==> config.mk <==
export PLATFORM = sky130hd
export DESIGN_NAME = key_event_decoder_flat
export DESIGN_NICKNAME = d
export VERILOG_FILES = /design/src/hw/synth_pkg.sv /design/src/hw/voice_ctrl_if.sv /design/src/hw/key_event_decoder.sv /design/src/flat_wrapper.sv
export SDC_FILE = /design/constraint.sdc
export NUM_CORES = 1
export LEC_CHECK = 0
export BUFFER_PORTS_ARGS = -buffer_cell sky130_fd_sc_hd__buf_2
export CORE_UTILIZATION = 58
export CTS_CLUSTER_DIAMETER = 100
export DETAILED_ROUTE_END_ITERATION = 6
export PLACE_DENSITY = 0.89
export SYNTH_ARGS = -nofsm -noshare
export SYNTH_HDL_FRONTEND = slang
export SYNTH_SLANG_ARGS = --single-unit
export TNS_END_PERCENT = 50
==> constraint.sdc <==
create_clock -name clk -period 6.6 [get_ports clk]
set_input_delay 0.99 -clock clk [delete_from_list [all_inputs] [get_ports clk]]
set_output_delay 0.99 -clock clk [all_outputs]
set_load 0.02 [all_outputs]
==> src/hw/synth_pkg.sv <==
// Synth shared definitions
package synth_pkg;

    // ========================================================================
    // Widths
    // ========================================================================
    localparam int phase_width = 32;              // DDS accumulator width
    localparam int pwm_bits = 10;                 // Sample and PWM counter width
    localparam int lut_addr_bits = 8;             // Top phase bits into sine table
    localparam int unsigned phase_inc_mult = 42;  // Phase step per Hz at 100 MHz

    typedef logic [7:0]             key_code_t;   // PS/2 scan code
    typedef logic [11:0]            freq_t;       // Note frequency in Hz
    typedef logic signed [2:0]      octave_t;
    typedef logic signed [7:0]      pitch_t;      // Offset in Hz
    typedef logic [phase_width-1:0] phase_t;
    typedef logic [pwm_bits-1:0]    sample_t;

    // ========================================================================
    // Scan codes and limits
    // ========================================================================
    localparam key_code_t break_prefix   = 8'hf0;
    localparam key_code_t key_oct_down   = 8'h1a;  // Z
    localparam key_code_t key_oct_up     = 8'h22;  // X
    localparam key_code_t key_echo       = 8'h21;  // C
    localparam key_code_t key_pitch_down = 8'h2a;  // V
    localparam key_code_t key_pitch_up   = 8'h32;  // B

    localparam int max_octave = 3;
    localparam int min_octave = -3;
    localparam int max_pitch_mod = 100;
    localparam int pitch_mod_step = 4;

    // Piano row of the keyboard, one chromatic octave from C4
    function automatic freq_t note_freq(key_code_t code);
        case (code)
            8'h1c: return 12'd262;  // A  C4
            8'h1d: return 12'd277;  // W
            8'h1b: return 12'd294;  // S
            8'h24: return 12'd311;  // E
            8'h23: return 12'd330;  // D
            8'h2b: return 12'd349;  // F
            8'h2c: return 12'd370;  // T
            8'h34: return 12'd392;  // G
            8'h35: return 12'd415;  // Y
            8'h33: return 12'd440;  // H  A4
            8'h3c: return 12'd466;  // U
            8'h3b: return 12'd494;  // J
            8'h42: return 12'd523;  // K  C5
            default: return '0;     // Not a note
        endcase
    endfunction

    // Offset sine, full scale 0 to 1023
    function automatic sample_t sine_sample(int index);
        real angle;
        real value;
        angle = 2.0 * 3.14159265358979 * index / real'(1 << lut_addr_bits);
        value = 511.5 * (1.0 + $sin(angle));
        return sample_t'($rtoi(value + 0.5));  // Round to nearest
    endfunction

endpackage
==> src/hw/voice_ctrl_if.sv <==
// Voice control interface
interface voice_ctrl_if #(
    parameter int num_voices = 8
);
    synth_pkg::key_code_t [num_voices-1:0] voice_key;  // Scan code held per voice
    logic [num_voices-1:0]                 voice_active;
    synth_pkg::octave_t                    octave_shift;
    synth_pkg::pitch_t                     pitch_mod;     // Signed Hz offset

    // Decoder side
    modport ctrl (
        output voice_key, voice_active, octave_shift, pitch_mod
    );

    // Oscillator and mixer side
    modport voices (
        input voice_key, voice_active, octave_shift, pitch_mod
    );
endinterface

==> src/hw/key_event_decoder.sv <==
// Keyboard event decoder
module key_event_decoder #(
    parameter int num_voices = 8
) (
    input  logic                 clk,
    input  logic                 reset,
    input  synth_pkg::key_code_t rx_data,
    input  logic                 rx_valid,   // One cycle per byte
    voice_ctrl_if.ctrl           ctrl,
    output logic                 echo_on
);
    localparam int idx_bits = (num_voices > 1) ? $clog2(num_voices) : 1;

    synth_pkg::key_code_t [num_voices-1:0] key_q;  // Code held by each voice
    logic [num_voices-1:0] active_q;
    synth_pkg::octave_t    octave_q;
    synth_pkg::pitch_t     pitch_q;
    logic                  break_pending;  // F0 seen, next byte is a release
    logic                  echo_q;

    logic [num_voices-1:0] key_hit;        // Active voices holding rx_data
    logic                  free_found;
    logic [idx_bits-1:0]   free_idx;       // Lowest idle voice
    logic                  alloc;          // New note gets a voice this cycle
    logic                  dup_active;

    // ========================================================================
    // Voice search
    // ========================================================================
    always_comb begin
        key_hit = '0;
        free_found = 1'b0;
        free_idx = '0;
        for (int i = 0; i < num_voices; i++) begin
            key_hit[i] = active_q[i] && (key_q[i] == rx_data);
            if (!active_q[i] && !free_found) begin
                free_found = 1'b1;
                free_idx = idx_bits'(i);
            end
        end
    end

    // Control codes and F0 have no frequency so never allocate
    assign alloc = rx_valid && !break_pending && free_found && !(|key_hit)
                   && (synth_pkg::note_freq(rx_data) != '0);

    // ========================================================================
    // Event handling
    // ========================================================================
    always_ff @(posedge clk or posedge reset) begin
        if (reset) begin
            active_q      <= '0;
            octave_q      <= '0;
            pitch_q       <= '0;
            break_pending <= 1'b0;
            echo_q        <= 1'b0;
        end else if (rx_valid) begin
            if (rx_data == synth_pkg::break_prefix) begin
                break_pending <= 1'b1;
            end else if (break_pending) begin
                break_pending <= 1'b0;
                active_q      <= active_q & ~key_hit;  // Release matching voices
            end else begin
                case (rx_data)
                    synth_pkg::key_oct_down: begin
                        if (octave_q > synth_pkg::min_octave)
                            octave_q <= octave_q - 3'sd1;
                    end
                    synth_pkg::key_oct_up: begin
                        if (octave_q < synth_pkg::max_octave)
                            octave_q <= octave_q + 3'sd1;
                    end
                    synth_pkg::key_pitch_down: begin
                        if (pitch_q > -synth_pkg::max_pitch_mod)
                            pitch_q <= pitch_q - synth_pkg::pitch_t'(synth_pkg::pitch_mod_step);
                    end
                    synth_pkg::key_pitch_up: begin
                        if (pitch_q < synth_pkg::max_pitch_mod)
                            pitch_q <= pitch_q + synth_pkg::pitch_t'(synth_pkg::pitch_mod_step);
                    end
                    synth_pkg::key_echo: echo_q <= ~echo_q;
                    default: begin
                        if (alloc)
                            active_q[free_idx] <= 1'b1;  // Full bank drops the note
                    end
                endcase
            end
        end
    end

    always_ff @(posedge clk) begin
        if (alloc)
            key_q[free_idx] <= rx_data;
    end

    assign ctrl.voice_key    = key_q;
    assign ctrl.voice_active = active_q;
    assign ctrl.octave_shift = octave_q;
    assign ctrl.pitch_mod    = pitch_q;
    assign echo_on           = echo_q;

    // Same key sounding twice means the hit search missed
    always_comb begin
        dup_active = 1'b0;
        for (int i = 0; i < num_voices; i++) begin
            for (int j = i + 1; j < num_voices; j++) begin
                if (active_q[i] && active_q[j] && key_q[i] == key_q[j])
                    dup_active = 1'b1;
            end
        end
    end

    octave_in_range: assert property (@(posedge clk) disable iff (reset)
        octave_q >= synth_pkg::min_octave && octave_q <= synth_pkg::max_octave);
    pitch_in_range: assert property (@(posedge clk) disable iff (reset)
        pitch_q >= -synth_pkg::max_pitch_mod && pitch_q <= synth_pkg::max_pitch_mod);
    no_dup_voice: assert property (@(posedge clk) disable iff (reset) !dup_active);

endmodule

==> src/flat_wrapper.sv <==
// flat-port wrapper written by rule: the top's interface ports become plain ports
module key_event_decoder_flat 
#(
    parameter int num_voices = 8
)
  (clk, reset, rx_data, rx_valid, echo_on, ctrl_voice_key, ctrl_voice_active, ctrl_octave_shift, ctrl_pitch_mod);
  voice_ctrl_if #(.num_voices(num_voices)) ctrl_i ();
  input  logic clk;
  input  logic reset;
  input  synth_pkg::key_code_t rx_data;
  input  logic rx_valid;
  output logic echo_on;
  output wire logic [$bits(ctrl_i.voice_key)-1:0] ctrl_voice_key;
  output wire logic [$bits(ctrl_i.voice_active)-1:0] ctrl_voice_active;
  output wire logic [$bits(ctrl_i.octave_shift)-1:0] ctrl_octave_shift;
  output wire logic [$bits(ctrl_i.pitch_mod)-1:0] ctrl_pitch_mod;
  assign ctrl_voice_key = ctrl_i.voice_key;
  assign ctrl_voice_active = ctrl_i.voice_active;
  assign ctrl_octave_shift = ctrl_i.octave_shift;
  assign ctrl_pitch_mod = ctrl_i.pitch_mod;
  key_event_decoder #(.num_voices(num_voices)) u_core (.clk(clk), .reset(reset), .rx_data(rx_data), .rx_valid(rx_valid), .ctrl(ctrl_i), .echo_on(echo_on));
endmodule
==> results_dict.tcl <==
set metrics [dict create \
    finalClockSkew_ps 7.23 \
    period_needed_ps 3630 \
    outcome "complete, no violations" \
    hp-start "u_core.echo_on" \
    power_density_nw_per_um2 243 \
    finalCritPeriodShare 0.551 \
    crit_path_start_kind "input pin" \
    cts_tree "done" \
    end_kind "register" \
    fp.dieW_um 86.1 \
    final_area_um2 4760 \
    cts_resized 0 \
    core-area_um2 6790 \
    synthArstFlopShare 0.229 \
    arrival_ps 3610 \
    top_usage_layer "met2" \
    initial_core_util 0.603 \
    cp_slowest_stage_delay_ps 930 \
    wl_mm 8.92 \
    finalNonFillerCells 504 \
    hold_depth 1 \
    clock-root-buffer "clkbuf_8" \
    hold_path.class "reg2reg" \
    drive_gt1_frac 0.287 \
    path_cells "buf_2, xor2_1, nor4_1, and3_1, a2111oi_4, nand4_2, nor3_1" \
    p_leak_uw 0.00184 \
    post-place-cells 488 \
    r2r-start "u_core.ctrl.voice_key[7]" \
    synth_seq_cells 83 \
    crit_fanout 20 \
    slew_violations 0 \
    wl_per_cell_um 17.7 \
    setup_violations 0 \
    grt_max_degree 24 \
    use_met3 0.0510 \
    final_nets 420 \
    die_area_um2 7410 \
    synth_flop_cell "edfxtp_1" \
    grt_util_met2 0.432 \
    postCtsSetupBuffers 0 \
    gp_congestion 0.763 \
    maxCapViolCount 0 \
    max_slew_margin 0.299 \
    via_count 2901 \
    timing.rr.end "u_core.ctrl.voice_key[52]" \
    pre_cts_ws_ps 2650 \
    first_pass_iters 5 \
    cts_made_buffers 9 \
    setup_tns_ps 0 \
    synth_edf_count 64 \
    synth_area_per_cell_um2 13.0 \
    clkSinkCount 83 \
    gr-usage-all-layers 0.253 \
    global_route.usage.met1 0.329 \
    hpwl_mm 6.02 \
    ys_seq_area_frac 0.585 \
    drtIter0Drc 196 \
    synthCells 315 \
    tightestPinTransition_ps 1040 \
    num_rows 30 \
    rsz0062_at_grt "false" \
    viasPerCell 5.76 \
    port_buffers 92 \
    cp_slowest_cell "nor3_1" \
    ys_types 52 \
    worstSetupPathType "in2reg" \
    cts_hold_buf 0 \
    clockBufferDepth 2 \
    grt_pass1_vias 2828 \
    drc 0 \
    ys_warn_count 0 \
    drtAntennaViolNets 0 \
    antenna_cells 0 \
    post-route-util 0.700 \
    clk_latency_ps 350 \
    layout_setup_ws_ps 2970 \
    worstHoldEndpoint "u_core.echo_on" \
    synth_area_um2 4100 \
    vdd_drop_max_uv 191 \
    area_growth_pct 16.1 \
    rrSetupSlack_ps 3630 \
    grt_pass1_wl_mm 14.1 \
    antenna_found_initial 0 \
    required_ps 6580 \
    fmax_mhz 275 \
    hold_viol_final 0 \
    placed_area_um2 4550 \
    htreeDepth 3 \
    ff2ff_path_depth 6 \
    path_clk_slew_ps 80 \
    overflow 0 \
    die_height_um 86.1 \
    ios 95 \
]
-- flip-flops by register name, indices dropped and copies added, names as in the netlist --
register / cells
u_core.break_pending: 1
u_core.ctrl.octave_shift: 3
u_core.ctrl.pitch_mod: 6
u_core.ctrl.voice_active: 8
u_core.ctrl.voice_key: 64
u_core.echo_on: 1
-- area by class of cell --
cell class                 count  area [µm²]
inverter                       7        26.3
fill                         461        2040
timing repair buffer          92         460
tap                           96         120
clock buffer                   9         124
clock inverter                 7        81.3
sequential                    83        2400
multi-input combinational    210        1550
-- where the power goes --
part | total [µW] | internal, µW | switching [µW] | leakage [µW]
Sequential | 613 | 581 | 31.4 | 0.000825
Clock | 382 | 182 | 200 | 0.000107
Combinational | 161 | 61.7 | 98.8 | 0.000909
-- placed cells by master, fill, tap and decap left out, types with 8 or more instances in the layout --
master,count
nor3_1,10
dfrtp_1,19
xnor2_1,29
buf_2,92
nand4_1,11
nor2_1,8
nand2_1,17
o21ai_0,17
xor2_1,44
clkbuf_8,9
nor4_1,11
edfxtp_1,64
-- per-layer routing --
metal,up-vias,share of wire
li1,1318,-
met1,1423,0.41
met2,146,0.51
met3,14,0.070
met4,0,0.011
met5,-,0
-- worst max-delay path by stage --
| stage | cells after the start | from | end |
|---|---|---|---|
| final | 7 | rx_data[5] | u_core.ctrl.voice_key[52] |
| after global routing | 7 | rx_data[1] | u_core.ctrl.voice_key[53] |
| after CTS | 7 | rx_data[5] | u_core.ctrl.voice_key[52] |
| after detailed placement | 7 | rx_data[1] | u_core.ctrl.voice_key[26] |
| after global placement | 7 | rx_data[2] | u_core.ctrl.voice_key[32] |
| after floorplan | 9 | rx_data[3] | u_core.ctrl.voice_key[32] |
-- metrics by stage --
step                      hold slack, ps  power (µW)
after global routing                 523        1200
after CTS                            493        1160
after detailed placement             481         784
after global placement               475         777
final                                492        1160
after floorplan                      511         738
-- kinds of logic (layout without fill, tap and decap cells) --
| kind of cell | after synthesis | in the layout | share of synthesized area |
|---|---|---|---|
| compound gates | 42 | 42 | 0.0687 |
| xor+xnor | 73 | 73 | 0.156 |
| fa+ha+maj | 6 | 6 | 0.0220 |
| buf+inv | 23 | 115 | 0.0382 |
| flops | 83 | 83 | 0.585 |
| mux | 3 | 3 | 0.00794 |
| other cells | 1 | 2 | 0.000915 |
| simple gates | 84 | 84 | 0.121 |
-- worst max-delay path: cells and delay by family --
kind,cells,cell delay [ps]
AOI/OAI and AO/OA,1,210
xor gates and xnor gates,1,270
buffers and inverters,1,430
and+or+nand+nor,4,1690
-- Yosys cell counts (3+ instances only) --
library cell | count | area [µm²]
nand3_1 | 6 | 30.0
o21ai_1 | 3 | 15.0
ha_1 | 4 | 50.1
a21o_1 | 4 | 30.0
o21ai_0 | 17 | 85.1
nand4_1 | 11 | 68.8
nand2_1 | 17 | 63.8
dfrtp_1 | 19 | 475
inv_1 | 7 | 26.3
xor2_1 | 44 | 385
a21oi_1 | 4 | 20.0
nor2_1 | 8 | 30.0
buf_4 | 8 | 60.1
xnor2_1 | 29 | 254
nor4_1 | 11 | 68.8
edfxtp_1 | 64 | 1920
nor2b_1 | 4 | 25.0
buf_6 | 5 | 56.3
nor3_1 | 10 | 50.1
No activity file was read; power rests on OpenSTA's default activity.
