**config.mk**
```make
export PLATFORM = sky130hd
export DESIGN_NAME = dds_voice_bank_flat
export DESIGN_NICKNAME = d
export VERILOG_FILES = /design/src/hw/synth_pkg.sv /design/src/hw/voice_ctrl_if.sv /design/src/hw/dds_voice_bank.sv /design/src/flat_wrapper.sv
export SDC_FILE = /design/constraint.sdc
export NUM_CORES = 2
export LEC_CHECK = 0
export BUFFER_PORTS_ARGS = -buffer_cell sky130_fd_sc_hd__buf_2
export CAP_MARGIN = 30
export CORE_MARGIN = 2
export CORE_UTILIZATION = 40
export CTS_CLUSTER_SIZE = 10
export DETAILED_ROUTE_END_ITERATION = 7
export SLEW_MARGIN = 20
export SYNTH_ARGS = -nofsm -noshare
export SYNTH_HDL_FRONTEND = slang
export SYNTH_SLANG_ARGS = --single-unit
```
**constraint.sdc**
```tcl
create_clock -name clk -period 12.5 [get_ports clk]
set_input_delay 3.125 -clock clk [delete_from_list [all_inputs] [get_ports clk]]
set_output_delay 3.125 -clock clk [all_outputs]
set_load 0.01 [all_outputs]
```
**src/hw/synth_pkg.sv**
```systemverilog
// Synth shared definitions
package synth_pkg;

    // ========================================================================
    // Widths
    // ========================================================================
    localparam int phase_width = 32;              // DDS accumulator width
    localparam int pwm_bits = 10;                 // Sample and PWM counter width
    localparam int lut_addr_bits = 8;             // Top phase bits into sine table
    localparam int unsigned phase_inc_mult = 42;  // Phase step per Hz at 100 MHz

    typedef logic [7:0]             key_code_t;   // PS/2 scan code
    typedef logic [11:0]            freq_t;       // Note frequency in Hz
    typedef logic signed [2:0]      octave_t;
    typedef logic signed [7:0]      pitch_t;      // Offset in Hz
    typedef logic [phase_width-1:0] phase_t;
    typedef logic [pwm_bits-1:0]    sample_t;

    // ========================================================================
    // Scan codes and limits
    // ========================================================================
    localparam key_code_t break_prefix   = 8'hf0;
    localparam key_code_t key_oct_down   = 8'h1a;  // Z
    localparam key_code_t key_oct_up     = 8'h22;  // X
    localparam key_code_t key_echo       = 8'h21;  // C
    localparam key_code_t key_pitch_down = 8'h2a;  // V
    localparam key_code_t key_pitch_up   = 8'h32;  // B

    localparam int max_octave = 3;
    localparam int min_octave = -3;
    localparam int max_pitch_mod = 100;
    localparam int pitch_mod_step = 4;

    // Piano row of the keyboard, one chromatic octave from C4
    function automatic freq_t note_freq(key_code_t code);
        case (code)
            8'h1c: return 12'd262;  // A  C4
            8'h1d: return 12'd277;  // W
            8'h1b: return 12'd294;  // S
            8'h24: return 12'd311;  // E
            8'h23: return 12'd330;  // D
            8'h2b: return 12'd349;  // F
            8'h2c: return 12'd370;  // T
            8'h34: return 12'd392;  // G
            8'h35: return 12'd415;  // Y
            8'h33: return 12'd440;  // H  A4
            8'h3c: return 12'd466;  // U
            8'h3b: return 12'd494;  // J
            8'h42: return 12'd523;  // K  C5
            default: return '0;     // Not a note
        endcase
    endfunction

    // Offset sine, full scale 0 to 1023
    function automatic sample_t sine_sample(int index);
        real angle;
        real value;
        angle = 2.0 * 3.14159265358979 * index / real'(1 << lut_addr_bits);
        value = 511.5 * (1.0 + $sin(angle));
        return sample_t'($rtoi(value + 0.5));  // Round to nearest
    endfunction

endpackage
```
**src/hw/voice_ctrl_if.sv**
```systemverilog
// Voice control interface
interface voice_ctrl_if #(
    parameter int num_voices = 8
);
    synth_pkg::key_code_t [num_voices-1:0] voice_key;  // Scan code held per voice
    logic [num_voices-1:0]                 voice_active;
    synth_pkg::octave_t                    octave_shift;
    synth_pkg::pitch_t                     pitch_mod;     // Signed Hz offset

    // Decoder side
    modport ctrl (
        output voice_key, voice_active, octave_shift, pitch_mod
    );

    // Oscillator and mixer side
    modport voices (
        input voice_key, voice_active, octave_shift, pitch_mod
    );
endinterface

```
**src/hw/dds_voice_bank.sv**
```systemverilog
// DDS oscillator bank
module dds_voice_bank #(
    parameter int num_voices = 8
) (
    input  logic          clk,
    input  logic          reset,
    voice_ctrl_if.voices  voices,
    output logic [num_voices-1:0][synth_pkg::lut_addr_bits-1:0] voice_addr
);
    localparam int pw = synth_pkg::phase_width;

    // ========================================================================
    // One oscillator per voice
    // ========================================================================
    for (genvar k = 0; k < num_voices; k++) begin : g_voice
        synth_pkg::freq_t   base_f;     // Table frequency of the held key
        logic [2:0]         shamt;      // Octave shift magnitude
        logic [31:0]        shifted_f;
        int                 final_s;    // Signed after pitch offset
        logic [31:0]        final_f;
        synth_pkg::phase_t  phase_inc;
        synth_pkg::phase_t  phase_acc;

        assign base_f = synth_pkg::note_freq(voices.voice_key[k]);

        // Negative shift divides, positive multiplies
        assign shamt = voices.octave_shift[2] ? -voices.octave_shift
                                              : voices.octave_shift;
        assign shifted_f = voices.octave_shift[2] ? (32'(base_f) >> shamt)
                                                  : (32'(base_f) << shamt);

        assign final_s = int'(shifted_f) + int'(voices.pitch_mod);
        assign final_f = (final_s < 0) ? '0 : 32'(final_s);  // Clamp below zero

        // Hz to phase step
        assign phase_inc = final_f * synth_pkg::phase_inc_mult;

        always_ff @(posedge clk or posedge reset) begin
            if (reset)
                phase_acc <= '0;
            else if (voices.voice_active[k])
                phase_acc <= phase_acc + phase_inc;  // Idle voice holds its phase
        end

        // Top bits index the sine ROM
        assign voice_addr[k] = phase_acc[pw-1 -: synth_pkg::lut_addr_bits];

        // Decoder must only allocate note keys
        key_has_freq: assert property (@(posedge clk) disable iff (reset)
            voices.voice_active[k] |-> base_f != '0);
    end

endmodule

```
**src/flat_wrapper.sv**
```systemverilog
// flat-port wrapper written by rule: the top's interface ports become plain ports
module dds_voice_bank_flat 
#(
    parameter int num_voices = 8
)
  (clk, reset, voice_addr, voices_voice_key, voices_voice_active, voices_octave_shift, voices_pitch_mod);
  voice_ctrl_if #(.num_voices(num_voices)) voices_i ();
  input  logic clk;
  input  logic reset;
  output logic [num_voices-1:0][synth_pkg::lut_addr_bits-1:0] voice_addr;
  input wire logic [$bits(voices_i.voice_key)-1:0] voices_voice_key;
  input wire logic [$bits(voices_i.voice_active)-1:0] voices_voice_active;
  input wire logic [$bits(voices_i.octave_shift)-1:0] voices_octave_shift;
  input wire logic [$bits(voices_i.pitch_mod)-1:0] voices_pitch_mod;
  assign voices_i.voice_key = voices_voice_key;
  assign voices_i.voice_active = voices_voice_active;
  assign voices_i.octave_shift = voices_octave_shift;
  assign voices_i.pitch_mod = voices_pitch_mod;
  dds_voice_bank #(.num_voices(num_voices)) u_core (.clk(clk), .reset(reset), .voices(voices_i), .voice_addr(voice_addr));
endmodule
```
==> results_dict.tcl <==
set metrics [dict create \
    run_status "complete, no violations" \
    timing.rr.end "u_core.g_voice[5].phase_acc[28]$_DFFE_PP0P_" \
    congestion_overflow_gr 0 \
    fin_skew_ns 0.0359 \
    ffs_w_async_s_r_synth_pct 100 \
    die_height_um 382 \
    timing.final.crit_share_pct 96.1 \
    timing.critical_path.required_ns 13.04 \
    post_synth_inst_count 7423 \
    synth_enable_flop_cells 0 \
    drv.max_cap_violation_count 0 \
    postRouteAntennaNets 0 \
    initial_core_util_pct 40.4 \
    wl_per_cell_um 15.2 \
    wl_um 153000 \
    insertion_delay_ns 0.64 \
    rsz0062_at_grt "true" \
    ys_seq_area_share_pct 10.8 \
    place.port_buffers 148 \
    worst_slew_slack_as_a_fraction_of_its_limit_pct 24.2 \
    synth-simple-area-share_pct 15.4 \
    share_of_the_synthesized_area_in_compound_gates_ao_oa_aoi_oai_pct 22.1 \
    cpLargestDelayFamily "compound AO/OA/AOI/OAI gates" \
    max-clock-path-buffers 3 \
    power_per_cell_area_nw_per_um2 305 \
    cts_inserted_buffers 41 \
    yosysWarningCount 0 \
    post_synth_fa_ha_maj_area_fraction_pct 29.1 \
    end_kind "flip-flop" \
    drt-pass1-iter-count 5 \
    worst_r2r_path_depth 12 \
    ff2ff_setup_slack_ns 8.46 \
    drt-initial-drc-count 3007 \
    muxShareOfSynthArea_pct 4.83 \
    cts_num_sinks 248 \
    max_stage_delay_ns 0.51 \
    crit_path_start "voices_voice_key[5]" \
    ctsRootBufferMaster "sky130_fd_sc_hd__clkbuf_16" \
    via_density_per_instance 5.26 \
    clkSlewWorstSetupHoldPaths_ns 0.05 \
    timing.final.hold_violations 0 \
    power.leakage_nw 34.5 \
    final_max_slew_viol_count 0 \
    drc_violations 0 \
    setup.worst_path.end "u_core.g_voice[0].phase_acc[31]$_DFFE_PP0P_" \
    critical_path_peak_fanout 9 \
    synth.distinct_cells 103 \
    cts_htree_levels 2 \
    grt_first_pass_wirelength_um 253000 \
    setup_viol_count_final 0 \
    largest_register "u_core.g_voice.phase_acc" \
    place.detailed.hpwl_um 124000 \
    post_layout_nonfiller_instances 10000 \
    pin_count 149 \
    grt_start_max_net_pins 159 \
    core_area_um2 142000 \
    min_path_type "reg -> reg" \
    max_freq_mhz 83.3 \
    largest_register_ffs 248 \
    synth.cell_area_um2 57300 \
    die_w_um 382 \
    cp_slowest_cell "sky130_fd_sc_hd__fa_1" \
    via_count 52800 \
    startpoint_of_the_most_critical_hold_path "u_core.g_voice[3].phase_acc[31]$_DFFE_PP0P_" \
    crit_type "in -> reg" \
    total_global_route_track_usage_pct 20.6 \
    avgSynthCellArea_um2 7.71 \
    areaGrowthSynthToFinish_pct 15.0 \
    number_of_global_route_vias_before_repair 51500 \
    post-layout-total-power_mw 20.1 \
    clock_tree_from_tritoncts "built" \
    design.die.area_um2 146000 \
    rows 138 \
    timing.critical_path.buf_inv 8 \
    post_synth_xor_area_fraction_pct 8.41 \
    drive_gt1_share_pct 13.9 \
    yosys_most_used_dff "sky130_fd_sc_hd__dfrtp_1" \
    post-place-cells 9928 \
    timing.critical_path.from_type "input port" \
    largest_family_of_logic_cells_by_synthesized_area "adder cells" \
    power.ir.vdd_worst_mv 0.220 \
    antenna_violations_before_repair 52 \
    rr_startpoint "u_core.g_voice[5].phase_acc[4]$_DFFE_PP0P_" \
    worstPathArrival_ns 12.55 \
    gp_routability_congestion 0.918 \
    timing.final.crit_period_ns 12.01 \
    num-nets-final 9380 \
    synth_top_cell_by_area "sky130_fd_sc_hd__ha_1" \
    synth.top_cell.area_share_pct 21.8 \
    yosys-top-cells-area "sky130_fd_sc_hd__ha_1 (22%), sky130_fd_sc_hd__dfrtp_1 (11%), sky130_fd_sc_hd__fa_1 (7.3%)" \
    max_slew.worst_pin.slew_ns 1.11 \
    totalNegativeSetupSlack_ns 0 \
    layout_fillers 14100 \
    reg_top3 "u_core.g_voice.phase_acc (248)" \
    yosys_register_bits 248 \
    worst_path_depth 48 \
]
-- layer usage --
metal	vias to the layer above	share of wire [%]	GRT usage, %	routed length (µm)
li1	26900	-	-	-
met3	233	5.9	3.49	9020
met5	-	0.072	0	110
met2	966	45	34.3	69200
met1	24600	47	27.7	71300
met4	18	2.1	4.72	3260
-- kinds of logic after synthesis --
group | after synthesis
compound gates | 1978
xor+xnor | 542
fa+ha+maj | 1210
buf+inv | 1345
flops | 248
mux | 241
other cells | 2
simple gates | 1857
-- cells in the final DEF (no fill, tap or decap), types with 79 or more instances in the layout --
cell type                     n
sky130_fd_sc_hd__inv_1     1099
sky130_fd_sc_hd__ha_1       996
sky130_fd_sc_hd__a21oi_1    618
sky130_fd_sc_hd__nor2_1     580
sky130_fd_sc_hd__buf_4      554
sky130_fd_sc_hd__nand2_1    466
sky130_fd_sc_hd__xnor2_1    383
sky130_fd_sc_hd__o21ai_0    373
sky130_fd_sc_hd__a21o_1     259
sky130_fd_sc_hd__dfrtp_1    248
sky130_fd_sc_hd__fa_1       208
sky130_fd_sc_hd__mux2_2     204
sky130_fd_sc_hd__conb_1     160
sky130_fd_sc_hd__xor2_1     154
sky130_fd_sc_hd__buf_2      145
sky130_fd_sc_hd__nor3_1     119
sky130_fd_sc_hd__nor2b_1    114
sky130_fd_sc_hd__nand3_1    112
sky130_fd_sc_hd__nand2b_1    92
sky130_fd_sc_hd__and2_1      79
-- cell usage after synthesis, types with 26 or more instances --
| cell | number |
|---|---|
| sky130_fd_sc_hd__or3_1 | 43 |
| sky130_fd_sc_hd__o21ai_0 | 383 |
| sky130_fd_sc_hd__a21o_1 | 259 |
| sky130_fd_sc_hd__nor3_1 | 130 |
| sky130_fd_sc_hd__nand3_1 | 112 |
| sky130_fd_sc_hd__a21oi_1 | 625 |
| sky130_fd_sc_hd__xor2_1 | 154 |
| sky130_fd_sc_hd__mux2_2 | 204 |
| sky130_fd_sc_hd__o211ai_1 | 43 |
| sky130_fd_sc_hd__and2_1 | 79 |
| sky130_fd_sc_hd__a21boi_0 | 31 |
| sky130_fd_sc_hd__ha_1 | 996 |
| sky130_fd_sc_hd__xnor2_1 | 383 |
| sky130_fd_sc_hd__nor2_1 | 588 |
| sky130_fd_sc_hd__nor2b_1 | 117 |
| sky130_fd_sc_hd__fa_1 | 208 |
| sky130_fd_sc_hd__nand4_1 | 61 |
| sky130_fd_sc_hd__a211oi_1 | 72 |
| sky130_fd_sc_hd__o21a_1 | 77 |
| sky130_fd_sc_hd__clkbuf_1 | 157 |
| sky130_fd_sc_hd__dfrtp_1 | 248 |
| sky130_fd_sc_hd__o22ai_1 | 59 |
| sky130_fd_sc_hd__inv_1 | 1100 |
| sky130_fd_sc_hd__and3_1 | 62 |
| sky130_fd_sc_hd__o31ai_1 | 26 |
| sky130_fd_sc_hd__nand2b_1 | 93 |
| sky130_fd_sc_hd__mux2i_1 | 29 |
| sky130_fd_sc_hd__buf_4 | 65 |
| sky130_fd_sc_hd__or2_2 | 37 |
| sky130_fd_sc_hd__a31oi_1 | 49 |
| sky130_fd_sc_hd__o21bai_1 | 77 |
| sky130_fd_sc_hd__nand2_1 | 466 |
-- timing repair --
item,in CTS,in global routing
endpoints found under the setup margin,0,31
resized for setup,0,67
hold buffers,0,0
setup buffers,0,8
-- how the worst min path moves through the flow --
stage | end | slack, ns | cells past startpoint
after global placement | u_core.g_voice[3].phase_acc[31]$_DFFE_PP0P_ | 0.45 | 1
after floorplan | u_core.g_voice[7].phase_acc[31]$_DFFE_PP0P_ | 0.45 | 1
after global routing | u_core.g_voice[3].phase_acc[31]$_DFFE_PP0P_ | 0.48 | 1
after CTS | u_core.g_voice[3].phase_acc[31]$_DFFE_PP0P_ | 0.47 | 1
final | u_core.g_voice[3].phase_acc[31]$_DFFE_PP0P_ | 0.46 | 1
after detailed placement | u_core.g_voice[3].phase_acc[31]$_DFFE_PP0P_ | 0.46 | 1
-- final cells by class --
type | instances | area (µm²) | area share, %
Antenna cell | 22 | 55.1 | 0.0836
Clock buffer | 56 | 1140 | 1.74
Clock inverter | 17 | 178 | 0.270
Inverter | 1105 | 4160 | 6.31
Multi-Input combinational cell | 5988 | 46700 | 70.9
Sequential cell | 248 | 6210 | 9.43
Tap cell | 1890 | 2360 | 3.59
Timing Repair Buffer | 707 | 5030 | 7.65
-- where the power goes --
group / internal, mW / total, mW / leakage [nW] / switching [mW]
clock: 0.682 / 1.15 / 0.634 / 0.471
sequential: 1.34 / 1.63 / 2.90 / 0.287
combinational: 8.41 / 17.3 / 31.0 / 8.88
-- metrics by stage --
step | instance area [µm²] | util (%) | hold WS (ns) | setup WS (ns)
3_3_place_gp | 64100 | 45.2 | 0.454 | -0.134
4_1_cts | 65400 | 46.1 | 0.467 | 0.381
5_1_grt | 65800 | 46.4 | 0.479 | -0.0923
6_report | 65800 | 46.4 | 0.462 | 0.488
2_1_floorplan | 57900 | - | 0.446 | 0.0781
3_5_place_dp | 64100 | 45.2 | 0.457 | -0.216
Power figures use the tool's default switching activity.
